<file path="src/source/z80DecodePkg.sv">
package z80DecodePkg;

    // window and bus geometry
    localparam int windowBytes = 4;
    localparam int lenWidth = 3;
    localparam int dataWidth = 32;
    localparam int addrWidth = 4;

    localparam logic [7:0] prefixCb = 8'hCB;
    localparam logic [7:0] prefixDd = 8'hDD;
    localparam logic [7:0] prefixEd = 8'hED;
    localparam logic [7:0] prefixFd = 8'hFD;

    typedef enum logic [addrWidth-1:0] {
        regByte = 4'h0,
        regResult = 4'h4,
        regAck = 4'h8
    } apbReg;

    typedef enum logic [7:0] {
        // unprefixed
        nop, ldDdNn, ldIndBcdeA, incDecDd, incDecReg,
        rotA, addHlDd, daa, cpl, incDecIndHl,
        ldAIndBcde, ldRegN, ldIndNnHl, ldHlIndNn, ldIndHlN,
        ldRegReg, ldIndNnA, scf, ldAIndNn, ccf,
        ldIndHlReg, halt, jp, jpCond, jpIndHl,
        jr, jrCond, djnz, call, callCond,
        ret, retCond, popQq, pushQq, exAfAf2,
        exIndSpHl, exDeHl, exx, ldSpHl, aluAReg,
        aluAIndHl, aluAN, eiDi,
        // CB page
        rotReg, rotIndHl, shiftReg, shiftIndHl, bitReg,
        bitIndHl, setReg, setIndHl, resReg, resIndHl,
        // DD/FD page
        addIxiySs, incDecIxiy, ldRegIdx, ldIdxReg, ldIxiyNn,
        ldIxiyIndNn, incDecIdx, ldIdxN, exIndSpIxiy, popIxiy,
        pushIxiy, ldIndNnIxiy, aluAIdx, jpIndIxiy, ldSpIxiy,
        rotIdx, shiftIdx, bitIdx, setIdx, resIdx,
        edUnsupported,
        illegal
    } insnGroup;

endpackage

</file>
<file path="src/source/decodeResultRegs.sv">
`timescale 1ns/1ps

module decodeResultRegs import z80DecodePkg::*; (
    input  logic                 pclk,
    input  logic                 rstN,
    input  logic                 psel,
    input  logic                 penable,
    input  logic                 pwrite,
    input  logic [addrWidth-1:0] paddr,
    input  logic [lenWidth-1:0]  byteCount,
    input  insnGroup             group,
    input  logic [lenWidth-1:0]  len,
    input  logic                 ackPulse,
    output logic [dataWidth-1:0] prdata,
    output logic                 done
);

    insnGroup            resGroup;
    logic [lenWidth-1:0] resLen;
    logic                complete;
    logic                resultRead;

    // enough bytes for the decoded length
    assign complete = !done && (byteCount != '0) && (byteCount >= len);

    always_ff @(posedge pclk) begin
        if (!rstN) begin
            done <= 1'b0;
        end else if (ackPulse) begin
            done <= 1'b0;
        end else if (complete) begin
            done <= 1'b1;
        end
    end

    always_ff @(posedge pclk) begin
        if (complete) begin
            resGroup <= group;
            resLen <= len;
        end
    end

    assign resultRead = psel && penable && !pwrite && (paddr == regResult);

    always_comb begin
        prdata = '0;
        if (resultRead) begin
            prdata[7:0] = resGroup;
            prdata[10:8] = resLen;
            prdata[16] = done;
        end
    end

endmodule

</file>
<file path="src/source/indexedClassifier.sv">
`timescale 1ns/1ps

module indexedClassifier import z80DecodePkg::*; (
    input  logic [7:0]          byte1,
    input  logic [7:0]          byte3,
    output insnGroup            idxGroup,
    output logic [lenWidth-1:0] idxLen
);

    insnGroup bitsGroup;

    // the DD CB d op form keeps its operation in the fourth byte
    always_comb begin
        case (byte3) inside
            8'b000??110: bitsGroup = rotIdx;
            8'b0010?110, 8'h3E: bitsGroup = shiftIdx;
            8'b01???110: bitsGroup = bitIdx;
            8'b11???110: bitsGroup = setIdx;
            8'b10???110: bitsGroup = resIdx;
            default: bitsGroup = illegal;
        endcase
    end

    always_comb begin
        idxGroup = illegal;
        idxLen = 3'd2;
        case (byte1) inside
            8'b00??1001: idxGroup = addIxiySs;
            8'h23, 8'h2B: idxGroup = incDecIxiy;
            8'h21: begin
                idxGroup = ldIxiyNn;
                idxLen = 3'd4;
            end
            8'h2A: begin
                idxGroup = ldIxiyIndNn;
                idxLen = 3'd4;
            end
            8'h22: begin
                idxGroup = ldIndNnIxiy;
                idxLen = 3'd4;
            end
            8'h34, 8'h35: begin
                idxGroup = incDecIdx;
                idxLen = 3'd3;
            end
            8'h36: begin
                idxGroup = ldIdxN;
                idxLen = 3'd4;
            end
            8'b010??110, 8'b0110?110, 8'h7E: begin
                idxGroup = ldRegIdx;
                idxLen = 3'd3;
            end
            8'b011100??, 8'b0111010?, 8'h77: begin
                idxGroup = ldIdxReg;
                idxLen = 3'd3;
            end
            8'b10???110: begin
                idxGroup = aluAIdx;
                idxLen = 3'd3;
            end
            8'hE1: idxGroup = popIxiy;
            8'hE3: idxGroup = exIndSpIxiy;
            8'hE5: idxGroup = pushIxiy;
            8'hE9: idxGroup = jpIndIxiy;
            8'hF9: idxGroup = ldSpIxiy;
            prefixCb: begin
                idxGroup = bitsGroup;
                idxLen = 3'd4;
            end
            default: begin
                idxGroup = illegal;
                idxLen = 3'd2;
            end
        endcase
    end

endmodule

</file>
<file path="src/source/instrByteWindow.sv">
`timescale 1ns/1ps

module instrByteWindow import z80DecodePkg::*; (
    input  logic                 pclk,
    input  logic                 rstN,
    input  logic                 psel,
    input  logic                 penable,
    input  logic                 pwrite,
    input  logic [addrWidth-1:0] paddr,
    input  logic [dataWidth-1:0] pwdata,
    input  logic                 done,
    output logic                 pready,
    output logic                 pslverr,
    output logic [7:0]           byte0,
    output logic [7:0]           byte1,
    output logic [7:0]           byte3,
    output logic [lenWidth-1:0]  byteCount,
    output logic                 ackPulse
);

    logic [7:0] window [windowBytes];
    logic       writeAccess;
    logic       byteWrite;
    logic       windowFull;
    logic       byteAccept;
    logic       unmapped;

    // zero wait states
    assign pready = 1'b1;

    assign writeAccess = psel && penable && pwrite;
    assign byteWrite = writeAccess && (paddr == regByte);
    assign ackPulse = writeAccess && (paddr == regAck);
    assign unmapped = writeAccess && (paddr != regByte) && (paddr != regAck);

    assign windowFull = (byteCount == lenWidth'(windowBytes));

    // no new bytes while a result is pending or the window is full
    assign byteAccept = byteWrite && !done && !windowFull;
    assign pslverr = unmapped || (byteWrite && (done || windowFull));

    always_ff @(posedge pclk) begin
        if (byteAccept) begin
            window[byteCount[1:0]] <= pwdata[7:0];
        end
    end

    always_ff @(posedge pclk) begin
        if (!rstN) begin
            byteCount <= '0;
        end else if (ackPulse) begin
            byteCount <= '0;
        end else if (byteAccept) begin
            byteCount <= byteCount + lenWidth'(1);
        end
    end

    // byte 2 is only a displacement or an operand
    assign byte0 = window[0];
    assign byte1 = window[1];
    assign byte3 = window[3];

endmodule

</file>
<file path="src/source/instrClassifier.sv">
`timescale 1ns/1ps

module instrClassifier import z80DecodePkg::*; (
    input  logic [7:0]          byte0,
    input  logic [7:0]          byte1,
    input  logic [7:0]          byte3,
    output insnGroup            group,
    output logic [lenWidth-1:0] len
);

    insnGroup            idxGroup;
    logic [lenWidth-1:0] idxLen;

    indexedClassifier uIndexed (
        .byte1    (byte1),
        .byte3    (byte3),
        .idxGroup (idxGroup),
        .idxLen   (idxLen)
    );

    always_comb begin
        group = illegal;
        len = 3'd1;
        case (byte0) inside
            prefixCb: begin
                len = 3'd2;
                case (byte1) inside
                    8'b000??110: group = rotIndHl;
                    8'b000?????: group = rotReg;
                    8'b0010?110, 8'b00111110: group = shiftIndHl;
                    8'b0010????, 8'b00111???: group = shiftReg;
                    8'b01???110: group = bitIndHl;
                    8'b01??????: group = bitReg;
                    8'b11???110: group = setIndHl;
                    8'b11??????: group = setReg;
                    8'b10???110: group = resIndHl;
                    8'b10??????: group = resReg;
                    // 0x30..0x37 is left undocumented
                    default: group = illegal;
                endcase
            end
            prefixDd, prefixFd: begin
                group = idxGroup;
                len = idxLen;
            end
            prefixEd: begin
                group = edUnsupported;
                len = 3'd2;
            end
            8'h00: group = nop;
            8'h02, 8'h12: group = ldIndBcdeA;
            8'h0A, 8'h1A: group = ldAIndBcde;
            8'h08: group = exAfAf2;
            8'h10: begin group = djnz; len = 3'd2; end
            8'h18: begin group = jr; len = 3'd2; end
            8'b001??000: begin group = jrCond; len = 3'd2; end
            8'h22: begin group = ldIndNnHl; len = 3'd3; end
            8'h2A: begin group = ldHlIndNn; len = 3'd3; end
            8'h32: begin group = ldIndNnA; len = 3'd3; end
            8'h3A: begin group = ldAIndNn; len = 3'd3; end
            8'h27: group = daa;
            8'h2F: group = cpl;
            8'h37: group = scf;
            8'h3F: group = ccf;
            8'h34, 8'h35: group = incDecIndHl;
            8'h36: begin group = ldIndHlN; len = 3'd2; end
            8'b00??0001: begin group = ldDdNn; len = 3'd3; end
            8'b00??0011, 8'b00??1011: group = incDecDd;
            8'b00??1001: group = addHlDd;
            8'b000??111: group = rotA;
            8'b00???10?: group = incDecReg;
            8'b00???110: begin group = ldRegN; len = 3'd2; end
            8'h76: group = halt;
            8'b01110???: group = ldIndHlReg;
            // ld r,(hl) has no group of its own and stays illegal
            8'b01???0??, 8'b01???10?, 8'b01???111: group = ldRegReg;
            8'b10???110: group = aluAIndHl;
            8'b10??????: group = aluAReg;
            8'hC3: begin group = jp; len = 3'd3; end
            8'hCD: begin group = call; len = 3'd3; end
            8'hC9: group = ret;
            8'hE9: group = jpIndHl;
            8'hE3: group = exIndSpHl;
            8'hEB: group = exDeHl;
            8'hD9: group = exx;
            8'hF9: group = ldSpHl;
            8'hF3, 8'hFB: group = eiDi;
            8'b11???010: begin group = jpCond; len = 3'd3; end
            8'b11???100: begin group = callCond; len = 3'd3; end
            8'b11???000: group = retCond;
            8'b11??0001: group = popQq;
            8'b11??0101: group = pushQq;
            8'b11???110: begin group = aluAN; len = 3'd2; end
            default: begin
                group = illegal;
                len = 3'd1;
            end
        endcase
    end

endmodule

</file>
<file path="src/source/z80InstrDecoderTop.sv">
`timescale 1ns/1ps

module z80InstrDecoderTop import z80DecodePkg::*; (
    input  logic                 pclk,
    input  logic                 rstN,
    input  logic                 psel,
    input  logic                 penable,
    input  logic                 pwrite,
    input  logic [addrWidth-1:0] paddr,
    input  logic [dataWidth-1:0] pwdata,
    output logic [dataWidth-1:0] prdata,
    output logic                 pready,
    output logic                 pslverr
);

    logic [7:0]          byte0;
    logic [7:0]          byte1;
    logic [7:0]          byte3;
    logic [lenWidth-1:0] byteCount;
    logic [lenWidth-1:0] len;
    insnGroup            group;
    logic                done;
    logic                ackPulse;

    instrByteWindow uWindow (
        .pclk      (pclk),
        .rstN      (rstN),
        .psel      (psel),
        .penable   (penable),
        .pwrite    (pwrite),
        .paddr     (paddr),
        .pwdata    (pwdata),
        .done      (done),
        .pready    (pready),
        .pslverr   (pslverr),
        .byte0     (byte0),
        .byte1     (byte1),
        .byte3     (byte3),
        .byteCount (byteCount),
        .ackPulse  (ackPulse)
    );

    instrClassifier uClassifier (
        .byte0 (byte0),
        .byte1 (byte1),
        .byte3 (byte3),
        .group (group),
        .len   (len)
    );

    decodeResultRegs uResult (
        .pclk      (pclk),
        .rstN      (rstN),
        .psel      (psel),
        .penable   (penable),
        .pwrite    (pwrite),
        .paddr     (paddr),
        .byteCount (byteCount),
        .group     (group),
        .len       (len),
        .ackPulse  (ackPulse),
        .prdata    (prdata),
        .done      (done)
    );

endmodule

</file>
<file path="config.mk">
export PLATFORM = sky130hd
export DESIGN_NAME = z80InstrDecoderTop
export DESIGN_NICKNAME = d
export VERILOG_FILES = /design/src/source/z80DecodePkg.sv /design/src/source/decodeResultRegs.sv /design/src/source/indexedClassifier.sv /design/src/source/instrByteWindow.sv /design/src/source/instrClassifier.sv /design/src/source/z80InstrDecoderTop.sv
export SDC_FILE = /design/constraint.sdc
export NUM_CORES = 1
export LEC_CHECK = 0
export BUFFER_PORTS_ARGS = -buffer_cell sky130_fd_sc_hd__buf_2
export CAP_MARGIN = 25
export CELL_PAD_IN_SITES_DETAIL_PLACEMENT = 1
export CELL_PAD_IN_SITES_GLOBAL_PLACEMENT = 1
export CORE_ASPECT_RATIO = 0.75
export CORE_MARGIN = 2
export CORE_UTILIZATION = 40
export DETAILED_ROUTE_END_ITERATION = 12
export PLACE_DENSITY = 0.9
export RECOVER_POWER = 25
export SLEW_MARGIN = 15
export SYNTH_ARGS = -nofsm -noshare
export SYNTH_HDL_FRONTEND = slang
export SYNTH_SLANG_ARGS = --single-unit
</file>
<file path="constraint.sdc">
create_clock -name pclk -period 4.5 [get_ports pclk]
set_input_delay 0.45 -clock pclk [delete_from_list [all_inputs] [get_ports pclk]]
set_output_delay 0.45 -clock pclk [all_outputs]
set_load 0.02 [all_outputs]
</file>
==> summary.md <==
| Metric | Value |
|---|---|
| Status | `complete, no violations` |
| Utilization after layout | `46.4%` |
| First-pass GRT wire length | `16,700 um` |
| Sw Share | `22.1%` |
| Sequential power share | `between 40% and 50%` |
| Pwr dens | `about 210 mW/mm2` |
| GR Util All Layers | `between 20% and 30%` |
| CTS HTree Levels | `2` |
| Max-cap violations | `0` |
| Die ar. | `0.00905 mm2` |
| Die W | `109 um` |
| CP required | `4.45 ns` |
| R2r setup slk | `0.71 ns` |
| Total Wirelength | `10,700 um` |
| Cell area after synthesis | `0.00332 mm2` |
| Sum Neg Setup Slack | `0 ns` |
| Final nets | `about 480` |
| Core ar. | `0.00799 mm2` |
| Post-synthesis sequential area ratio | `33.2%` |
| Share of layout cells above drive strength 1 | `~15%` |
| Unrepaired setup endpoints after global routing | `false` |
| DR pass1 iterations | `5` |
| Row count | `28` |
| Post-synth top flop | `edfxtp_1` |
| Clock power share | `between 40% and 50%` |
| Worst-path clk slew | `0.08 ns` |
| Max clock buf depth | `2` |
| Worst-skew pair later-pin latency | `roughly 0.32 ns` |
| Top layer in use | `met4` |
| Initial Util | `41.6%` |
| Post-Layout Cell Count | `538` |
| Max Slew Vio Count | `0` |
| F_max | `0.264 GHz` |
| CP Max Fanout | `17` |
| Largest stage delay on the critical path | `0.71 ns` |
| Synth async-reset ratio | `0%` |
| Sw power | `174 uW` |
| Final Critical Period | `3.79 ns` |
| # hold bufs at CTS | `0` |
| Cell variety after synth | `70` |
| Buffers on Ports | `28` |
| Final Hold Fails | `0` |
| Root Driver | `clkbuf_8` |
| Worst clock skew | `between 0.015 and 0.02 ns` |
| Reg-to-Reg End | `uResult.resGroup[0]` |
| HP Class | `in2reg` |
| Combinational power share | `5.0%` |
| DRT antenna net count | `0` |
| Syn Area/Cell | `8.24 um2` |
| Ys Warns | `0` |
| Metal2 WL | `4890 um` |
| WL met3 | `799 um` |
| Initial antenna violation count | `0` |
| Tcrit/Tclk final | `84.3%` |
| # setup viols final | `0` |
| DR vias | `3,353` |
| CP startpoint | `uWindow.window[0][2]` |
| Finished Cell Area | `roughly 0.0037 mm2` |
| Tot Pwr | `788 uW` |
| Remaining global-route overflow | `0` |
| CTS Sinks | `38` |
| Total inserted antenna cells | `0` |
| Cells after synthesis | `between 400 and 500` |
| Post-DP HPWL | `between 7000 and 8000 um` |
| Vias in the first global route | `3,216` |
| CP startpoint kind | `flip-flop` |
| GPL Wtd Cong | `0.931` |
| Worst slew margin | `46.1%` |
| Fillcell total | `973` |
| WL met1 | `around 4900 um` |
| Int Pwr | `between 600 and 700 uW` |
| Worst IR Drop VDD | `247 uV` |
| Reg-to-reg critical path startpoint | `uWindow.window[0][2]` |
| Die Y-Extent | `82.9 um` |
| Worst path cell trace | `or3_1 -> o21ai_0 -> a221oi_1 -> nand2_1 -> a2111oi_0 -> buf_4 -> or2_1 -> ha_1 -> a21o_1 -> a21oi_1 -> nor3_2` |
| CTS buffer count | `5` |
| Post-route DRC | `0` |
| Worst setup endpoint | `uResult.resGroup[0]` |
| Area growth from synthesis to layout | `11.6%` |
| Routed length per placed instance | `~20 um` |
| Crit end category | `flip-flop` |
| Critical path class | `reg2reg` |
| Largest net degree at the start of global routing | `27` |
| Boundary Pins | `75` |
| Area after DPL | `0.00357 mm2` |
| Iteration-0 DRC Markers | `383` |
| Placed Cells | `530` |
| Slowest stage cell, crit path | `edfxtp_1` |
| Setup Buffers After CTS | `0` |
| CP arrival | `approximately 3.7 ns` |
| PostCTS Resize Cnt | `0` |
| Slew @ Worst Pin | `between 0.8 and 0.9 ns` |
| Worst r2r path cells | `11` |
| Yosys reg bits | `38` |
| CTS tree | `done` |
| EDFF count, synth | `34` |
| Vias/cell | `6.23` |
| Leak pwr | `0.00137 uW` |
## sequential cells by signal, summed over array words and instances (netlist names)
register	flops
uResult.resLen	3
uResult.resGroup	7
uWindow.byteCount	3
uResult.done	1
uWindow.window	24
## critical path: cells and delay by family (launching register included)
kind,cells,cell delay [ns]
flip-flops,1,0.71
AND/OR/NAND/NOR,4,1.15
adder cells (fa/ha/maj),1,0.13
buffers and inverters,1,0.23
AO/OA/AOI/OAI,5,1.20
## final cells by class
type | count | area, um2 | share of cell area [%]
Clock buffer | 5 | 68.8 | 1.86
Clock inverter | 3 | 68.8 | 1.86
Inverter | 9 | 33.8 | 0.912
Multi-Input combinational cell | 324 | 1980 | 53.3
Sequential cell | 38 | 1100 | 29.7
Tap cell | 105 | 131 | 3.54
Timing Repair Buffer | 54 | 327 | 8.81
## cells in the final DEF, fill, tap and decap left out, types with 3 or more instances in the layout
cell | Yosys | routed
buf_2 | 1 | 21
nor3b_1 | 9 | 9
nor4b_1 | 4 | 3
a21o_1 | 3 | 3
nand2b_1 | 9 | 9
inv_1 | 9 | 9
nor3_1 | 12 | 11
and2_1 | 16 | 16
dfxtp_1 | 4 | 4
nor2_1 | 36 | 36
nand2_1 | 27 | 27
nor4bb_1 | 4 | 4
and3_1 | 3 | 3
o31ai_1 | 3 | 3
a221oi_1 | 3 | 3
o311ai_0 | 4 | 4
buf_4 | 22 | 26
o2111ai_1 | 3 | 3
nor2b_1 | 13 | 13
ha_1 | 6 | 6
nor4_1 | 4 | 4
or2_2 | 3 | 3
nand3_1 | 15 | 15
clkbuf_8 | 0 | 5
conb_1 | 2 | 22
a2bb2oi_1 | 4 | 4
edfxtp_1 | 34 | 34
a21oi_1 | 26 | 26
xnor2_1 | 4 | 4
or3_1 | 6 | 6
clkbuf_1 | 23 | 7
a31oi_1 | 3 | 3
nand3b_1 | 8 | 8
nand4_1 | 5 | 5
o21ai_0 | 24 | 24
## power groups by stage
stage | Combinational, uW | Clock, uW | Sequential, uW
after global routing | 43.1 | 383 | 383
after global placement | 37.5 | 0 | 391
final | 39.4 | 366 | 383
after floorplan | 39.6 | 0 | 391
after detailed placement | 39.1 | 0 | 391
after CTS | 39.3 | 370 | 383
## routing by layer
metal  track usage [%]  vias to the layer above
li1                  -                     1503
met1              33.8                     1662
met2              36.6                      165
met3              5.65                       23
met4              3.80                        0
met5                 0                        -
## cells in the mapped netlist (all sizes together), types with 9 or more instances
cell | count | area, um2
nor2b | 13 | 81.3
nor2 | 36 | 135
nor3 | 12 | 60.1
inv | 9 | 33.8
nand2 | 27 | 101
nand2b | 9 | 56.3
a21oi | 26 | 130
edfxtp | 34 | 1020
nand3 | 15 | 75.1
clkbuf | 24 | 91.3
o21ai | 24 | 120
and2 | 16 | 100
nor3b | 9 | 67.6
buf | 28 | 204
## logic make-up after synthesis
family,after synthesis,synth area share (%)
adders and majority gates,6,2.26
buffers and inverters,61,9.91
xor gates and xnor gates,6,1.58
and+or+nand+nor,185,31.2
muxes,4,1.28
DFF,38,33.2
other,2,0.226
AOI/OAI and AO/OA,101,20.4
## how the worst min path moves through the flow
stage	start	endpoint	cells after the start
detailed placement	uWindow.byteCount[1]	uWindow.byteCount[1]	2
global route	pwdata[3]	uWindow.window[3][3]	1
floorplan	uResult.done	uResult.done	1
CTS	pwdata[1]	uWindow.window[3][1]	1
finish	pwdata[3]	uWindow.window[3][3]	1
global placement	uResult.done	uResult.done	1
## per-stage QoR
stage,hold slack (ns),setup WS [ns]
finish,0.370,0.708
floorplan,0.495,0.855
global route,0.367,0.485
detailed placement,0.561,0.780
CTS,0.341,0.772
global placement,0.531,0.418
Note: power is estimated with default switching activity, not from simulation.
